**src/msk_tx_defines.svh**
```systemverilog
`ifndef MSK_TX_DEFINES_SVH
`define MSK_TX_DEFINES_SVH

////////////////////////////////////////////////////////////////////////////
// ping-pong store layout

`define WORDS_PER_BANK     40    // 32-bit words per burst, 1280 bits
`define BANK1_BASE         6000  // bank 0 sits at address 0

////////////////////////////////////////////////////////////////////////////
// symbol shaping

`define SAMPLES_PER_SYMBOL 8     // half-sine samples per arm symbol
`define LEAD_SAMPLES       4     // half a symbol, the q offset

////////////////////////////////////////////////////////////////////////////
// dac pacing

`define PAIR_CLKS          4     // clk_50m cycles per i/q pair

`endif

```
**src/msk_types_pkg.sv**
```systemverilog
package msk_types_pkg;

   // one word of the ping-pong store
   typedef logic [31:0] word_t;

   // store address, 14 bits covers both banks
   typedef logic [13:0] addr_t;

   // arm sample and dac word, two's complement
   // peak of the half-sine is 98079, fits in 18 bits signed
   typedef logic signed [17:0] sample_t;

endpackage

```
**src/msk_ctrl_pkg.sv**
```systemverilog
package msk_ctrl_pkg;

   // word fetch from the ping-pong store
   typedef enum logic [1:0] {SEQ_IDLE, SEQ_ADDR, SEQ_WORD} seq_state_t;

   // per-arm sample generator
   typedef enum logic [1:0] {ARM_IDLE, ARM_LEAD, ARM_SYMBOL, ARM_TAIL} arm_state_t;

endpackage

```
**src/msk_tx_ifs.sv**
```systemverilog
`timescale 1ns/1ps

// store word, sequencer to serializer
interface word_if;
   logic                   valid;
   logic                   ready;
   msk_types_pkg::word_t   data;
   logic                   last;     // final word of a burst
   modport source (output valid, data, last, input ready);
   modport sink   (input valid, data, last, output ready);
endinterface

// one msk symbol, serializer to arm
interface symbol_if;
   logic                   valid;
   logic                   ready;
   logic                   sym_bit;  // 1 = positive half-sine
   logic                   last;     // final symbol of a burst
   modport source (output valid, sym_bit, last, input ready);
   modport sink   (input valid, sym_bit, last, output ready);
endinterface

// shaped sample, arm to interleaver
interface sample_if;
   logic                   valid;
   logic                   ready;
   msk_types_pkg::sample_t sample;
   logic                   last;     // final sample of a burst
   modport source (output valid, sample, last, input ready);
   modport sink   (input valid, sample, last, output ready);
endinterface

```
**src/slot_sequencer.sv**
```systemverilog
`timescale 1ns/1ps
`include "msk_tx_defines.svh"

module slot_sequencer (
   input  logic                  clk_50m,
   input  logic                  cfg_rst,
   input  logic                  slot_interrupt_i,
   input  logic                  dsp_start_send_i,
   input  msk_types_pkg::word_t  send_data_i,
   output msk_types_pkg::addr_t  read_addr_o,
   word_if.source                word_o
);

   msk_ctrl_pkg::seq_state_t state;
   logic [5:0]               word_cnt;   // 0..39 inside the bank
   logic                     bank;       // bank of the next or current burst
   logic                     trigger;
   logic                     word_fire;
   msk_types_pkg::addr_t     bank_base;

   assign trigger   = slot_interrupt_i & dsp_start_send_i;  // slot irq only counts when dsp enabled
   assign word_fire = word_o.valid & word_o.ready;
   assign bank_base = bank ? msk_types_pkg::addr_t'(`BANK1_BASE) : '0;

   // store data is forwarded straight through, it holds while the address holds
   assign word_o.valid = (state == msk_ctrl_pkg::SEQ_WORD);
   assign word_o.data  = send_data_i;
   assign word_o.last  = (word_cnt == 6'(`WORDS_PER_BANK - 1));

   ////////////////////////////////////////////////////////////////////////////
   // fetch fsm
   // idle -> addr (store latency) -> word (wait for serializer) -> addr ...

   always_ff @(posedge clk_50m or posedge cfg_rst) begin
      if (cfg_rst) begin
         state       <= msk_ctrl_pkg::SEQ_IDLE;
         word_cnt    <= '0;
         bank        <= 1'b0;                     // first burst from bank 0
         read_addr_o <= '0;
      end else begin
         case (state)
            msk_ctrl_pkg::SEQ_IDLE: begin
               if (trigger) begin
                  read_addr_o <= bank_base;       // word 0 of this bank
                  word_cnt    <= '0;
                  state       <= msk_ctrl_pkg::SEQ_ADDR;
               end
            end
            msk_ctrl_pkg::SEQ_ADDR: state <= msk_ctrl_pkg::SEQ_WORD;  // data valid next cycle
            msk_ctrl_pkg::SEQ_WORD: begin
               if (word_fire) begin
                  if (word_o.last) begin
                     state <= msk_ctrl_pkg::SEQ_IDLE;
                     bank  <= ~bank;              // ping-pong for the next slot
                  end else begin
                     word_cnt    <= word_cnt + 6'd1;
                     read_addr_o <= read_addr_o + 14'd1;
                     state       <= msk_ctrl_pkg::SEQ_ADDR;
                  end
               end
            end
            default: state <= msk_ctrl_pkg::SEQ_IDLE;
         endcase
      end
   end

endmodule

```
**src/bit_serializer.sv**
```systemverilog
`timescale 1ns/1ps

module bit_serializer (
   input  logic      clk_50m,
   input  logic      cfg_rst,
   word_if.sink      word_i,
   symbol_if.source  sym_i_o,
   symbol_if.source  sym_q_o
);

   msk_types_pkg::word_t shreg;       // msb is the current i bit
   logic [3:0]           pair_cnt;    // 16 pairs per word
   logic                 busy;
   logic                 word_last;   // word closes the burst
   logic                 sent_i;      // i bit of this pair already taken
   logic                 sent_q;
   logic                 i_done;
   logic                 q_done;
   logic                 final_pair;

   assign final_pair   = (pair_cnt == 4'd15);
   assign word_i.ready = ~busy;              // only when both streams are drained

   assign sym_i_o.valid   = busy & ~sent_i;
   assign sym_i_o.sym_bit = shreg[31];       // bits 31, 29, ...
   assign sym_i_o.last    = word_last & final_pair;
   assign sym_q_o.valid   = busy & ~sent_q;
   assign sym_q_o.sym_bit = shreg[30];       // bits 30, 28, ...
   assign sym_q_o.last    = word_last & final_pair;

   assign i_done = sent_i | (sym_i_o.valid & sym_i_o.ready);
   assign q_done = sent_q | (sym_q_o.valid & sym_q_o.ready);

   always_ff @(posedge clk_50m or posedge cfg_rst) begin
      if (cfg_rst) begin
         busy      <= 1'b0;
         word_last <= 1'b0;
         pair_cnt  <= '0;
         sent_i    <= 1'b0;
         sent_q    <= 1'b0;
      end else if (word_i.valid & word_i.ready) begin
         busy      <= 1'b1;
         word_last <= word_i.last;
         pair_cnt  <= '0;
      end else if (busy) begin
         if (i_done & q_done) begin          // pair complete, step on
            pair_cnt <= pair_cnt + 4'd1;
            sent_i   <= 1'b0;
            sent_q   <= 1'b0;
            if (final_pair)
               busy <= 1'b0;
         end else begin
            sent_i <= i_done;                 // one arm may lag the other
            sent_q <= q_done;
         end
      end
   end

   // shift register, msb first, two bits per pair
   always_ff @(posedge clk_50m) begin
      if (word_i.valid & word_i.ready)
         shreg <= word_i.data;
      else if (busy & i_done & q_done)
         shreg <= {shreg[29:0], 2'b00};
   end

endmodule

```
**src/msk_arm.sv**
```systemverilog
`timescale 1ns/1ps
`include "msk_tx_defines.svh"

module msk_arm #(
   parameter bit LEAD_ZEROS = 1'b0   // 1 = q arm, zero lead; 0 = i arm, zero tail
) (
   input  logic      clk_50m,
   input  logic      cfg_rst,
   symbol_if.sink    sym_i,
   sample_if.source  smp_o
);

   localparam logic [2:0] LAST_IDX  = 3'(`SAMPLES_PER_SYMBOL - 1);
   localparam logic [2:0] LEAD_LAST = 3'(`LEAD_SAMPLES - 1);

   msk_ctrl_pkg::arm_state_t state;
   logic [2:0]               idx;          // sample index in symbol, lead or tail
   logic                     pend_valid;   // one-symbol holding register
   logic                     pend_bit;
   logic                     pend_last;
   logic                     cur_bit;      // symbol playing out
   logic                     cur_last;
   logic                     in_burst;
   logic                     smp_fire;
   logic                     load_pend;
   msk_types_pkg::sample_t   shape;

   // 100000 * sin(pi*(k+0.5)/8), symmetric about the middle
   function automatic msk_types_pkg::sample_t half_sine(input logic [2:0] k);
      case (k)
         3'd0, 3'd7: half_sine = 18'sd19509;
         3'd1, 3'd6: half_sine = 18'sd55557;
         3'd2, 3'd5: half_sine = 18'sd83147;
         3'd3, 3'd4: half_sine = 18'sd98079;
      endcase
   endfunction

   assign sym_i.ready = ~pend_valid;
   assign smp_fire    = smp_o.valid & smp_o.ready;
   assign shape       = half_sine(idx);

   assign smp_o.valid  = (state != msk_ctrl_pkg::ARM_IDLE);
   assign smp_o.sample = (state != msk_ctrl_pkg::ARM_SYMBOL) ? '0 :   // lead/tail are zeros
                         (cur_bit ? shape : -shape);                   // 0 bit negated
   assign smp_o.last   = ((state == msk_ctrl_pkg::ARM_SYMBOL) & LEAD_ZEROS & cur_last &
                          (idx == LAST_IDX)) |
                         ((state == msk_ctrl_pkg::ARM_TAIL) & (idx == LEAD_LAST));

   // pending symbol moves into play
   always_comb begin
      case (state)
         msk_ctrl_pkg::ARM_IDLE:   load_pend = pend_valid & (in_burst | ~LEAD_ZEROS);
         msk_ctrl_pkg::ARM_LEAD:   load_pend = smp_fire & (idx == LEAD_LAST);
         msk_ctrl_pkg::ARM_SYMBOL: load_pend = smp_fire & (idx == LAST_IDX) & ~cur_last &
                                               pend_valid;
         default:                  load_pend = 1'b0;
      endcase
   end

   always_ff @(posedge clk_50m or posedge cfg_rst) begin
      if (cfg_rst) begin
         state      <= msk_ctrl_pkg::ARM_IDLE;
         idx        <= '0;
         pend_valid <= 1'b0;
         in_burst   <= 1'b0;
      end else begin
         if (sym_i.valid & sym_i.ready)
            pend_valid <= 1'b1;
         else if (load_pend)
            pend_valid <= 1'b0;

         if (load_pend) begin
            state    <= msk_ctrl_pkg::ARM_SYMBOL;
            idx      <= '0;
            in_burst <= 1'b1;
         end else begin
            case (state)
               msk_ctrl_pkg::ARM_IDLE: begin
                  if (pend_valid) begin               // q arm, burst start
                     state <= msk_ctrl_pkg::ARM_LEAD;
                     idx   <= '0;
                  end
               end
               msk_ctrl_pkg::ARM_SYMBOL: begin
                  if (smp_fire & (idx == LAST_IDX)) begin
                     idx <= '0;
                     if (cur_last) begin
                        in_burst <= 1'b0;
                        state    <= LEAD_ZEROS ? msk_ctrl_pkg::ARM_IDLE
                                               : msk_ctrl_pkg::ARM_TAIL;
                     end else begin
                        state <= msk_ctrl_pkg::ARM_IDLE;  // next symbol not here yet
                     end
                  end else if (smp_fire) begin
                     idx <= idx + 3'd1;
                  end
               end
               msk_ctrl_pkg::ARM_TAIL: begin
                  if (smp_fire) begin
                     idx <= (idx == LEAD_LAST) ? 3'd0 : idx + 3'd1;
                     if (idx == LEAD_LAST)
                        state <= msk_ctrl_pkg::ARM_IDLE;
                  end
               end
               default: if (smp_fire) idx <= idx + 3'd1;  // lead count
            endcase
         end
      end
   end

   // symbol payload
   always_ff @(posedge clk_50m) begin
      if (sym_i.valid & sym_i.ready) begin
         pend_bit  <= sym_i.sym_bit;
         pend_last <= sym_i.last;
      end
      if (load_pend) begin
         cur_bit  <= pend_bit;
         cur_last <= pend_last;
      end
   end

endmodule

```
**src/dac_interleaver.sv**
```systemverilog
`timescale 1ns/1ps
`include "msk_tx_defines.svh"

module dac_interleaver (
   input  logic                    clk_50m,
   input  logic                    cfg_rst,
   sample_if.sink                  smp_i_i,
   sample_if.sink                  smp_q_i,
   output msk_types_pkg::sample_t  dac_out_o,
   output logic                    dac_tx_en_o,
   output logic                    dac_iq_sel_o,   // 0 = i, 1 = q
   output logic                    burst_done_o
);

   localparam int                RATE_W    = $clog2(`PAIR_CLKS);
   localparam logic [RATE_W-1:0] RATE_LAST = RATE_W'(`PAIR_CLKS - 1);

   logic [RATE_W-1:0]      rate_cnt;
   logic                   strobe;
   logic                   take;        // joint accept of both arms
   logic                   q_pend;      // q word goes out next cycle
   logic                   pair_last;
   msk_types_pkg::sample_t q_hold;

   assign strobe = (rate_cnt == RATE_LAST);
   assign take   = strobe & smp_i_i.valid & smp_q_i.valid;  // never one arm alone

   assign smp_i_i.ready = take;
   assign smp_q_i.ready = take;

   ////////////////////////////////////////////////////////////////////////////
   // dac rate and output sequence: strobe -> i -> q

   always_ff @(posedge clk_50m or posedge cfg_rst) begin
      if (cfg_rst) begin
         rate_cnt     <= '0;
         dac_out_o    <= '0;
         dac_tx_en_o  <= 1'b0;
         dac_iq_sel_o <= 1'b0;
         burst_done_o <= 1'b0;
         q_pend       <= 1'b0;
         pair_last    <= 1'b0;
      end else begin
         rate_cnt <= strobe ? '0 : rate_cnt + 1'b1;   // free running
         if (take) begin
            dac_out_o    <= smp_i_i.sample;
            dac_tx_en_o  <= 1'b1;
            dac_iq_sel_o <= 1'b0;
            burst_done_o <= 1'b0;
            q_pend       <= 1'b1;
            pair_last    <= smp_i_i.last & smp_q_i.last;
         end else if (q_pend) begin
            dac_out_o    <= q_hold;
            dac_tx_en_o  <= 1'b1;
            dac_iq_sel_o <= 1'b1;
            burst_done_o <= pair_last;                 // with the closing q sample
            q_pend       <= 1'b0;
         end else begin
            dac_tx_en_o  <= 1'b0;                      // dac_out_o keeps last value
            dac_iq_sel_o <= 1'b0;
            burst_done_o <= 1'b0;
         end
      end
   end

   always_ff @(posedge clk_50m) begin
      if (take)
         q_hold <= smp_q_i.sample;
   end

endmodule

```
**src/msk_tx_top.sv**
```systemverilog
`timescale 1ns/1ps

module msk_tx_top (
   input  logic                    clk_50m,
   input  logic                    cfg_rst,
   input  logic                    slot_interrupt_i,
   input  logic                    dsp_start_send_i,
   input  msk_types_pkg::word_t    send_data_i,
   output msk_types_pkg::addr_t    read_addr_o,
   output msk_types_pkg::sample_t  dac_out_o,
   output logic                    dac_tx_en_o,
   output logic                    dac_iq_sel_o,
   output logic                    burst_done_o
);

   word_if   word_bus ();
   symbol_if sym_i ();
   symbol_if sym_q ();
   sample_if smp_i ();
   sample_if smp_q ();

   ////////////////////////////////////////////////////////////////////////////
   // store fetch and bit split

   slot_sequencer u_seq (
      .clk_50m          (clk_50m),
      .cfg_rst          (cfg_rst),
      .slot_interrupt_i (slot_interrupt_i),
      .dsp_start_send_i (dsp_start_send_i),
      .send_data_i      (send_data_i),
      .read_addr_o      (read_addr_o),
      .word_o           (word_bus)
   );

   bit_serializer u_ser (
      .clk_50m (clk_50m),
      .cfg_rst (cfg_rst),
      .word_i  (word_bus),
      .sym_i_o (sym_i),
      .sym_q_o (sym_q)
   );

   ////////////////////////////////////////////////////////////////////////////
   // i and q arms, q half a symbol late

   msk_arm #(.LEAD_ZEROS(1'b0)) u_arm_i (
      .clk_50m (clk_50m),
      .cfg_rst (cfg_rst),
      .sym_i   (sym_i),
      .smp_o   (smp_i)
   );

   msk_arm #(.LEAD_ZEROS(1'b1)) u_arm_q (
      .clk_50m (clk_50m),
      .cfg_rst (cfg_rst),
      .sym_i   (sym_q),
      .smp_o   (smp_q)
   );

   dac_interleaver u_ilv (
      .clk_50m      (clk_50m),
      .cfg_rst      (cfg_rst),
      .smp_i_i      (smp_i),
      .smp_q_i      (smp_q),
      .dac_out_o    (dac_out_o),
      .dac_tx_en_o  (dac_tx_en_o),
      .dac_iq_sel_o (dac_iq_sel_o),
      .burst_done_o (burst_done_o)
   );

endmodule

```
**config.mk**
```make
export PLATFORM = sky130hd
export DESIGN_NAME = msk_tx_top
export DESIGN_NICKNAME = d
export VERILOG_FILES = /design/src/msk_types_pkg.sv /design/src/msk_ctrl_pkg.sv /design/src/msk_tx_ifs.sv /design/src/slot_sequencer.sv /design/src/bit_serializer.sv /design/src/msk_arm.sv /design/src/dac_interleaver.sv /design/src/msk_tx_top.sv
export VERILOG_INCLUDE_DIRS = /design/src
export SDC_FILE = /design/constraint.sdc
export NUM_CORES = 1
export LEC_CHECK = 0
export ABC_AREA = 1
export BUFFER_PORTS_ARGS = -buffer_cell sky130_fd_sc_hd__buf_2
export CAP_MARGIN = 25
export CORE_MARGIN = 5
export CORE_UTILIZATION = 59
export DETAILED_ROUTE_END_ITERATION = 10
export PLACE_DENSITY_LB_ADDON = 0.12
export SETUP_SLACK_MARGIN = 0.4
export SLEW_MARGIN = 0
export SYNTH_ARGS = -nofsm -noshare
export SYNTH_HDL_FRONTEND = slang
export SYNTH_SLANG_ARGS = --single-unit
```
**constraint.sdc**
```tcl
create_clock -name clk_50m -period 2.8 [get_ports clk_50m]
set_input_delay 0.28 -clock clk_50m [delete_from_list [all_inputs] [get_ports clk_50m]]
set_output_delay 0.28 -clock clk_50m [all_outputs]
set_load 0.005 [all_outputs]
```
==> run summary, run 1 <==
The flow ran to the end, but the final reports show violations. The checks that failed: negative hold slack. Power spread over the standard cell area amounts to 978 nW/um^2. Gates resized during post-CTS repair numbered 0. Worst path required time: 3.25 ns. CTS placed an instance of sky130_fd_sc_hd__clkbuf_8 at the clock tree root. For this run, design rule violations remaining after detail routing come to 0.

The width of the die is 111 um. TritonCTS built the clock tree. Among cell families on the critical path, the largest total delay comes from simple AND/OR/NAND/NOR gates.

The tools report the final hold violation count as 18. Slowest cell on the critical path: sky130_fd_sc_hd__dfrtp_1. Synthesis handed over a netlist of 664 instances.

The repair_antennas step left the layout with diodes totalling 0. Clock period minus final worst setup slack: 2.13 ns. The final hold slack was -0.0190 ns; the final weighted congestion in routability-driven placement was 0.930. In this run the tightest slew margin relative to its limit is 45.8%.

For the initial antenna violation count, the log shows 0. The leading register cell type out of synthesis was sky130_fd_sc_hd__dfrtp_1. The average footprint of a synthesized cell came out at 9.02 um^2.

Once detail routing completed, the nets flagged for antenna violations numbered 0. For the pin with the worst max-slew slack, the measured transition is 0.813 ns. The startpoint identified for the worst register-to-register timing path is u_arm_q.state[0]$_DFFE_PP0P_.

The clock net in this run drives a total of 115 sinks. At the worst endpoint, the arrival time is 2.58 ns. CTS built an H-tree with a depth of 4. The floorplan step set the die height to 111 um. Clock buffer count from CTS: 17.

The delay of the slowest cell on the worst path was 0.44 ns; the iteration count of the initial detailed-routing pass was 5. Signal routing reaches up to met4. Counting both buffers and inverters, the worst setup path holds a total of 3. Total power for the finished layout comes to 6.89 mW. Summing all placed instances gives a cell area of 6410 um^2. For the combined global-route utilization of all metal layers, the log shows 20.9%. The run gives 43 as the post-synthesis cell type count.

The setup path with the least slack is of type flop to flop. During placement, the flow inserted port buffers numbering 70. The share of synthesized flip-flops with an asynchronous set or reset is 54.8%.

The die footprint is 12300 um^2. The largest clock skew in the final design came out at 0.0138 ns. The tools report the setup slack after placement as 0.657 ns.

The net count of the finished layout is 807. For this block, wires on met1 add up to 5310 um. The longest clock path from root to sink contains 2 buffers.

For the vias after detailed routing, the log shows 4705. In this run the static leakage power is 3.26 nW. Static timing analysis puts the maximum clock frequency at 470 MHz. Across the VDD grid, the largest voltage drop is 712 uV.

Hold repair after CTS inserted 0 buffers. The tools report the total setup violations reported at the end of the flow as 0. Clock latency on the worst-skew pair, taken at its later pin, is 0.52 ns. Detailed-placement wirelength estimate: 8670 um. For this run, the number of Yosys warnings is 0.

Synthesis produced a netlist with a net count of 728. The run gives 355 as the number of DRC markers in iteration 0. The signal on the critical path passes through inv_1 > ha_1 > nor2_1 > nand2_2 > nor2_2 > inv_1 > o211ai_1 > o21ai_0 > inv_1.

The endpoint class of the critical path is a flop. The run gives 21000 um as the global-route wire length before repair. Setup slack closes at 0.670 ns. Cells with a size suffix above 1 make up 19.3% of the layout.

Clock transition at the register clock pins on the worst setup and hold paths after CTS: 0.06 ns. Count of standard-cell rows: 36. After synthesis the netlist holds a flip-flop and latch count of 115.

Dividing the final minimum period by the clock period gives 76.1%. Of the synthesized area, sequential elements account for 52.4%. For this configuration, the core starts out at a cell density of 61.0%. The total core area was 9820 um^2. The worst setup path is launched from a flop. Post-CTS timing repair inserted 0 buffers for setup. The synthesized design contains 52 enable-type register cells. After routing, the total negative slack on setup checks comes to 0 ns.

The tools report the total wire length after detailed routing as 12500 um. The cell area that synthesis handed to floorplanning was 5990 um^2. For this design the top-level I/O count stands at 71. The number of inserted filler cells in the final layout is 796, and the detail-routed net length per standard cell is 14.1 um. Using the TritonRoute via totals, the vias-per-cell ratio works out to 5.29. Along the worst path, the maximum fanout reaches 17. The run gives 0 as the count of pins over their slew limit. Setup repair after global routing left no endpoint under its margin. For this run the aggregate overflow at the end of global routing stands at 0.

After routing the design area is 7050 um^2. The via count of the first global-routing pass came out at 4562. Layout overhead on the synthesized area: 17.8%. Entering global routing, the biggest net connects 64 pins. The routed design uses 6380 um of met2 wire.

Across the run, the number of max-cap violations was 0. Among the stages of the critical path, the cell type that occurs most often is sky130_fd_sc_hd__inv_1. The run gives 576 um as the met3 wire length.

The most critical setup path has its startpoint at u_arm_q.state[0]$_DFFE_PP0P_. The min-delay analysis places its worst path in the category input pin to async pin.
-- final timing paths --
check                                             endpoint  slack (ns)  cells after the start
min reg2reg                     u_arm_i.pend_bit$_DFFE_PP_        0.42                      0
min                        u_ilv.dac_out_o[17]$_DFFE_PP0P_       -0.02                      3
max in group asynchronous    u_seq.word_cnt[4]$_DFFE_PP0P_        2.26                      3
max reg2reg                u_ilv.dac_out_o[16]$_DFFE_PP0P_        0.67                      9
max                        u_ilv.dac_out_o[16]$_DFFE_PP0P_        0.67                      9
min in group clk_50m              u_ser.shreg[2]$_DFFE_PP_        0.03                      3
-- synthesized netlist by cell type (5+ instances only) --
master,number,area [um^2]
sky130_fd_sc_hd__inv_2,6,22.5
sky130_fd_sc_hd__a31oi_1,5,31.3
sky130_fd_sc_hd__inv_1,72,270
sky130_fd_sc_hd__a22oi_1,5,37.5
sky130_fd_sc_hd__o211ai_1,5,37.5
sky130_fd_sc_hd__xor2_1,7,61.3
sky130_fd_sc_hd__edfxtp_1,52,1560
sky130_fd_sc_hd__nand4_1,5,31.3
sky130_fd_sc_hd__o22ai_1,9,56.3
sky130_fd_sc_hd__buf_4,7,52.6
sky130_fd_sc_hd__nand3_1,22,110
sky130_fd_sc_hd__nor3_1,7,35.0
sky130_fd_sc_hd__nor2_1,48,180
sky130_fd_sc_hd__a21oi_1,24,120
sky130_fd_sc_hd__o21ai_0,49,245
sky130_fd_sc_hd__ha_1,28,350
sky130_fd_sc_hd__or2_2,5,31.3
sky130_fd_sc_hd__clkbuf_1,5,18.8
sky130_fd_sc_hd__nand2_1,184,691
sky130_fd_sc_hd__dfrtp_1,63,1580
sky130_fd_sc_hd__buf_2,8,40.0
-- per-stage QoR --
stage	utilization [%]	cells	hold slack [ns]
3_3_place_gp	65.3	851	0.407
4_1_cts	71.4	883	0.0116
5_1_grt	71.8	889	0.0250
3_5_place_dp	65.3	851	0.410
2_1_floorplan	-	664	0.400
6_report	71.8	889	-0.0190
-- metal layers --
metal | GRT usage [%] | vias to the layer above
li1 | - | 2346
met4 | 8.46 | 0
met1 | 25.6 | 2203
met5 | 0 | -
met3 | 5.24 | 26
met2 | 35.4 | 130
-- logic make-up after synthesis --
group	after synthesis	share of synthesized area [%]
xor+xnor	10	1.46
simple gates	290	21.0
fa+ha+maj	28	5.85
flops	115	52.4
mux	4	0.669
compound gates	117	11.5
buf+inv	100	7.13
-- worst register-to-register path: cells and delay by family (launching register included) --
family / cells / cell delay (ns)
AO/OA/AOI/OAI: 2 / 0.30
AND/OR/NAND/NOR: 3 / 0.78
adder cells (fa/ha/maj): 1 / 0.24
flip-flops: 1 / 0.44
buffers and inverters: 3 / 0.30
-- layout make-up --
type / count / area [um^2] / share of cell area, %
inverter: 78 / 293 / 4.15
timing repair buffer: 82 / 440 / 6.24
sequential: 115 / 3140 / 44.5
multi-input combinational: 449 / 2420 / 34.3
clock inverter: 12 / 158 / 2.24
clock buffer: 20 / 435 / 6.17
tap: 133 / 166 / 2.36
-- state kept, by name (all words and copies together), names as in the netlist, 3 cells and up --
signal	cells
u_seq.read_addr_o	14
u_seq.word_cnt	6
u_ilv.q_hold	12
u_ilv.dac_out_o	12
u_arm_i.idx	3
u_ser.pair_cnt	4
u_arm_q.idx	3
u_ser.shreg	32
-- power breakdown --
| part | internal [mW] | leakage (nW) | switching (mW) | total (mW) |
|---|---|---|---|---|
| combinational | 0.725 | 1.72 | 1.26 | 1.98 |
| clock | 1.38 | 0.281 | 0.772 | 2.15 |
| sequential | 2.39 | 1.26 | 0.376 | 2.76 |
-- cell usage in the layout, fill, tap and decap left out, types with 3 or more instances in the layout --
cell type | netlist | routed
sky130_fd_sc_hd__a31oi_1 | 5 | 5
sky130_fd_sc_hd__edfxtp_1 | 52 | 52
sky130_fd_sc_hd__mux2i_1 | 4 | 4
sky130_fd_sc_hd__inv_1 | 72 | 71
sky130_fd_sc_hd__o21ai_1 | 3 | 3
sky130_fd_sc_hd__inv_2 | 6 | 7
sky130_fd_sc_hd__o211ai_1 | 5 | 5
sky130_fd_sc_hd__buf_2 | 8 | 70
sky130_fd_sc_hd__nand4_1 | 5 | 5
sky130_fd_sc_hd__buf_4 | 7 | 12
sky130_fd_sc_hd__xnor2_1 | 3 | 3
sky130_fd_sc_hd__clkbuf_16 | 0 | 16
sky130_fd_sc_hd__a22oi_1 | 5 | 5
sky130_fd_sc_hd__or2_2 | 5 | 5
sky130_fd_sc_hd__clkinv_4 | 0 | 4
sky130_fd_sc_hd__a21oi_1 | 24 | 24
sky130_fd_sc_hd__nand3_1 | 22 | 22
sky130_fd_sc_hd__o21ai_2 | 3 | 3
sky130_fd_sc_hd__clkinvlp_4 | 0 | 3
sky130_fd_sc_hd__ha_1 | 28 | 28
sky130_fd_sc_hd__nor2_1 | 48 | 48
sky130_fd_sc_hd__nor2_4 | 3 | 3
sky130_fd_sc_hd__a21oi_2 | 3 | 3
sky130_fd_sc_hd__nand2_1 | 184 | 184
sky130_fd_sc_hd__bufinv_16 | 0 | 3
sky130_fd_sc_hd__o21ai_0 | 49 | 49
sky130_fd_sc_hd__dfrtp_1 | 63 | 63
sky130_fd_sc_hd__xor2_1 | 7 | 7
sky130_fd_sc_hd__nor3_1 | 7 | 7
sky130_fd_sc_hd__o21bai_1 | 4 | 4
sky130_fd_sc_hd__nand2_2 | 4 | 4
sky130_fd_sc_hd__nor2_2 | 3 | 3
sky130_fd_sc_hd__o22ai_1 | 9 | 9
No activity file was read; power rests on OpenSTA's default activity.
==> inputs of run 2 (changes only) <==
==> constraint.sdc (replaced) <==
create_clock -name clk_50m -period 2.1 [get_ports clk_50m]
set_input_delay 0.21 -clock clk_50m [delete_from_list [all_inputs] [get_ports clk_50m]]
set_output_delay 0.21 -clock clk_50m [all_outputs]
set_load 0.005 [all_outputs]
==> run 2 against run 1 <==
Net effect:
- core utilization up 10 points
- clock-buffer cell count up 8
- sequential share of layout area down 5.4 points
- first-iteration DRC count up 21%
- fmax up 16%
- global-route usage up 2.8 points
- power up 45%
- critical path depth up 4
- final cell count up 9.4%
- the flow now finishes without violations
- largest power group is now combinational logic
==> run summary, run 2 (synthesis results as in run 1) <==
The flow ran to the end, and the final reports show no timing, DRC or antenna violations. The post-layout net count is 891 (+10%), and the via count of the first global-routing pass is 5025 (+10%). The vias after detailed routing was 5411 (+15%); the clock sink count was 115 (unchanged). The logs give 9820 um^2 (unchanged) for the total core area and 36 (unchanged) for the count of standard-cell rows. Delay of the slowest cell on the worst path: 0.39 ns (-0.05 ns).

TritonCTS built the clock tree. Total power consumption of the routed design: 10.0 mW (+45%). The run gives 23.7% (+2.8 points) as the combined global-route utilization of all metal layers.

The worst path required time is 2.49 ns (-0.76 ns), and the actual slew at the worst max-slew pin is 0.624 ns (-0.189 ns). The initial core utilization is 61.0% (unchanged), and the remaining max-slew budget at the tightest pin is 58.3% (+13 points). The tools report the clock latency reported for the late side of the worst-skew pair as 0.52 ns (about the same). The final weighted congestion in routability-driven placement is 0.902 (-3.0%), and the net switching component of the power is 3.66 mW (+52%). The maximum number of pins on one net before global-route repair is 38 (-41%). The number of H-tree branching levels was 4 (unchanged); the internal power was 6.34 mW (+41%).

The detail-routed net length per standard cell is 17.3 um (+23%). Residual antenna-violating net count after detailed routing: 0 (unchanged). The path class of the lowest-slack min-delay path is input pin to flop. For the total wire length after detailed routing, the log shows 16800 um (+34%). The tools report the boundary pin count as 71 (unchanged). The logs give 0.0101 ns (-0.00369 ns) for the largest clock skew in the final design and 0 ns (unchanged) for the sum of negative setup slack.

Initial antenna violation count: 0 (unchanged). The width of the die was 111 um (unchanged); the number of DRC markers in iteration 0 was 431 (+21%). Clock tree synthesis selected as its root buffer the cell sky130_fd_sc_hd__clkbuf_8. The via density per instance is 5.56 (+5.1%).

The share of layout cells above drive strength 1 is 29.6% (+10 points), and the clock buffer count from CTS is 17 (unchanged). The logs give 0 (unchanged) for the number of remaining DRC errors and 25.9% (-5.3 points) for the clock share of power. The die footprint was 12300 um^2 (unchanged); the total congestion overflow after global routing was 0 (unchanged). The die extent in y is 111 um (unchanged). The proportion of power drawn by flip-flops and latches came out at 36.5% (-3.6 points).

Leaving out fill and tap cells, the most frequent cells in the layout are sky130_fd_sc_hd__nand2_1 (172), sky130_fd_sc_hd__buf_2 (71), sky130_fd_sc_hd__inv_1 (62). The signal on the critical path passes through inv_4 > ha_4 > inv_4 > nand2_4 > nor2_4 > buf_6 > nand3_4 > nand2_4 > nand2_4 > nand2_4 > nand2_4 > o21bai_1 > nand2_1. The post-route clock period utilization was 87.8% (+12 points); the ratio of total power to cell area was 1240 nW/um^2 (+27%).

The number of buffer cells added on primary ports works out to 70 (unchanged). For the count of pins over their slew limit, the log shows 0 (unchanged). The worst setup path is launched from a flop. The run gives 0 (unchanged) as the count of maximum capacitance violations. The area growth from synthesis to layout is 34.6%.

The signal arrival time at the worst endpoint came out at 2.23 ns (-0.35 ns). The clock period minus final worst setup slack works out to 1.84 ns (-0.286 ns). The worst path buffer plus inverter count came out at 3 (unchanged). The worst IR drop on VDD was 857 uV (+20%). Counting stages on the worst path, the most repeated cell is sky130_fd_sc_hd__nand2_4. The slowest cell on the critical path is sky130_fd_sc_hd__dfrtp_2. The flip-flop count of the largest register after layout was 32 (unchanged); the maximum fanout along the worst path was 6 (-11).

STA classifies the critical path endpoint as a flop. More flip-flops sit in one register than any other, and that register is u_ser.shreg. The final cell utilization of the core came out at 82.0% (+10 points). Setup repair after global routing could not meet its margin everywhere.

The gate family responsible for the most delay along the worst path is simple AND/OR/NAND/NOR gates. The logs give 0 (unchanged) for the final antenna diode count and 37.5% (+8.8 points) for the power share of the combinational group. The switching power as a share of total power came out at 36.6% (+1.7 points). The final hold violation count came out at 0 (-18).

The kind of critical path is flop to flop. The largest registers in the layout are u_ser.shreg x32, u_seq.read_addr_o x14. The total setup violations reported at the end of the flow is 0 (unchanged). The leakage power figure is 3.67 nW (+13%). The detailed-placement wirelength estimate is 8710 um (+0.38%), and the iteration count of the initial detailed-routing pass is 5 (unchanged).

The global-route wire length before repair is 23700 um (+13%). The library cell used most frequently in the layout, excluding fill and tap cells, is sky130_fd_sc_hd__nand2_1. The highest achievable clock rate is 542 MHz (+16%). The maximum count of clock buffers along a single path was 2 (unchanged). The clock transition at the register clock pins on the worst setup and hold paths after CTS came out at 0.05 ns (about the same).
==> run 2: worst reg2reg max path: stages (launching register included) <==
cell	delay (ns)
sky130_fd_sc_hd__dfrtp_2	0.39
sky130_fd_sc_hd__inv_4	0.07
sky130_fd_sc_hd__ha_4	0.19
sky130_fd_sc_hd__inv_4	0.07
sky130_fd_sc_hd__nand2_4	0.06
sky130_fd_sc_hd__nor2_4	0.15
sky130_fd_sc_hd__buf_6	0.13
sky130_fd_sc_hd__nand3_4	0.10
sky130_fd_sc_hd__nand2_4	0.11
sky130_fd_sc_hd__nand2_4	0.08
sky130_fd_sc_hd__nand2_4	0.07
sky130_fd_sc_hd__nand2_4	0.06
sky130_fd_sc_hd__o21bai_1	0.16
sky130_fd_sc_hd__nand2_1	0.10
==> run 2: layout make-up <==
| type | count | area [um^2] |
|---|---|---|
| Clock buffer | 28 | 515 |
| Clock inverter | 4 | 22.5 |
| Fill cell | 588 | 1760 |
| Inverter | 78 | 317 |
| Multi-Input combinational cell | 451 | 2700 |
| Sequential cell | 115 | 3150 |
| Tap cell | 133 | 166 |
| Timing Repair Buffer | 164 | 1180 |
==> run 2: path summary, 6_finish.rpt <==
check	slack [ns]	endpoint	start	depth (start not counted)
setup / recovery	0.26	u_arm_q.state[1]$_DFFE_PP0P_	u_arm_q.state[0]$_DFFE_PP0P_	13
hold / removal	0.007	u_ser.shreg[24]$_DFFE_PP_	send_data_i[24]	3
setup reg to reg	0.26	u_arm_q.state[1]$_DFFE_PP0P_	u_arm_q.state[0]$_DFFE_PP0P_	13
hold reg to reg	0.43	u_arm_i.cur_bit$_DFFE_PN_	u_arm_i.pend_bit$_DFFE_PP_	0
max in group asynchronous	1.18	u_arm_q.state[0]$_DFFE_PP0P_	cfg_rst	4
min in group asynchronous	0.32	u_ilv.dac_out_o[16]$_DFFE_PP0P_	cfg_rst	3
==> run 2: through the flow <==
step,hold slack [ns],cell area [um^2],cells,setup slack (ns)
global route,0.00581,8060,973,0.176
floorplan,0.335,6020,664,0.389
global placement,0.310,6510,857,0.161
CTS,0.00406,7620,942,0.387
finish,0.00661,8060,973,0.257
detailed placement,0.325,6510,857,0.0873
==> run 2: power by group through the flow <==
stage | Combinational [mW] | Clock (mW) | Sequential (mW)
2_1_floorplan | 2.03 | 0 | 3.58
3_3_place_gp | 2.56 | 0 | 3.67
3_5_place_dp | 2.66 | 0 | 3.70
4_1_cts | 3.05 | 2.57 | 3.63
5_1_grt | 4.11 | 2.72 | 3.73
6_report | 3.75 | 2.59 | 3.65
==> run 2: metal layers <==
metal,global-route usage (%),share of wire (%),vias up
met1,28.7,38,2582
li1,-,-,2525
met2,41.5,52,235
met5,0,0,-
met4,9.36,3.8,0
met3,4.97,5.4,69
==> run 2: repair_timing <==
action	CTS	global route
setup buffers	20	30
hold buffers	31	0
cloned	2	1
pin swaps	12	23
resized for setup	36	60
endpoints found under the setup margin	98	107
endpoints found under the hold margin	56	0
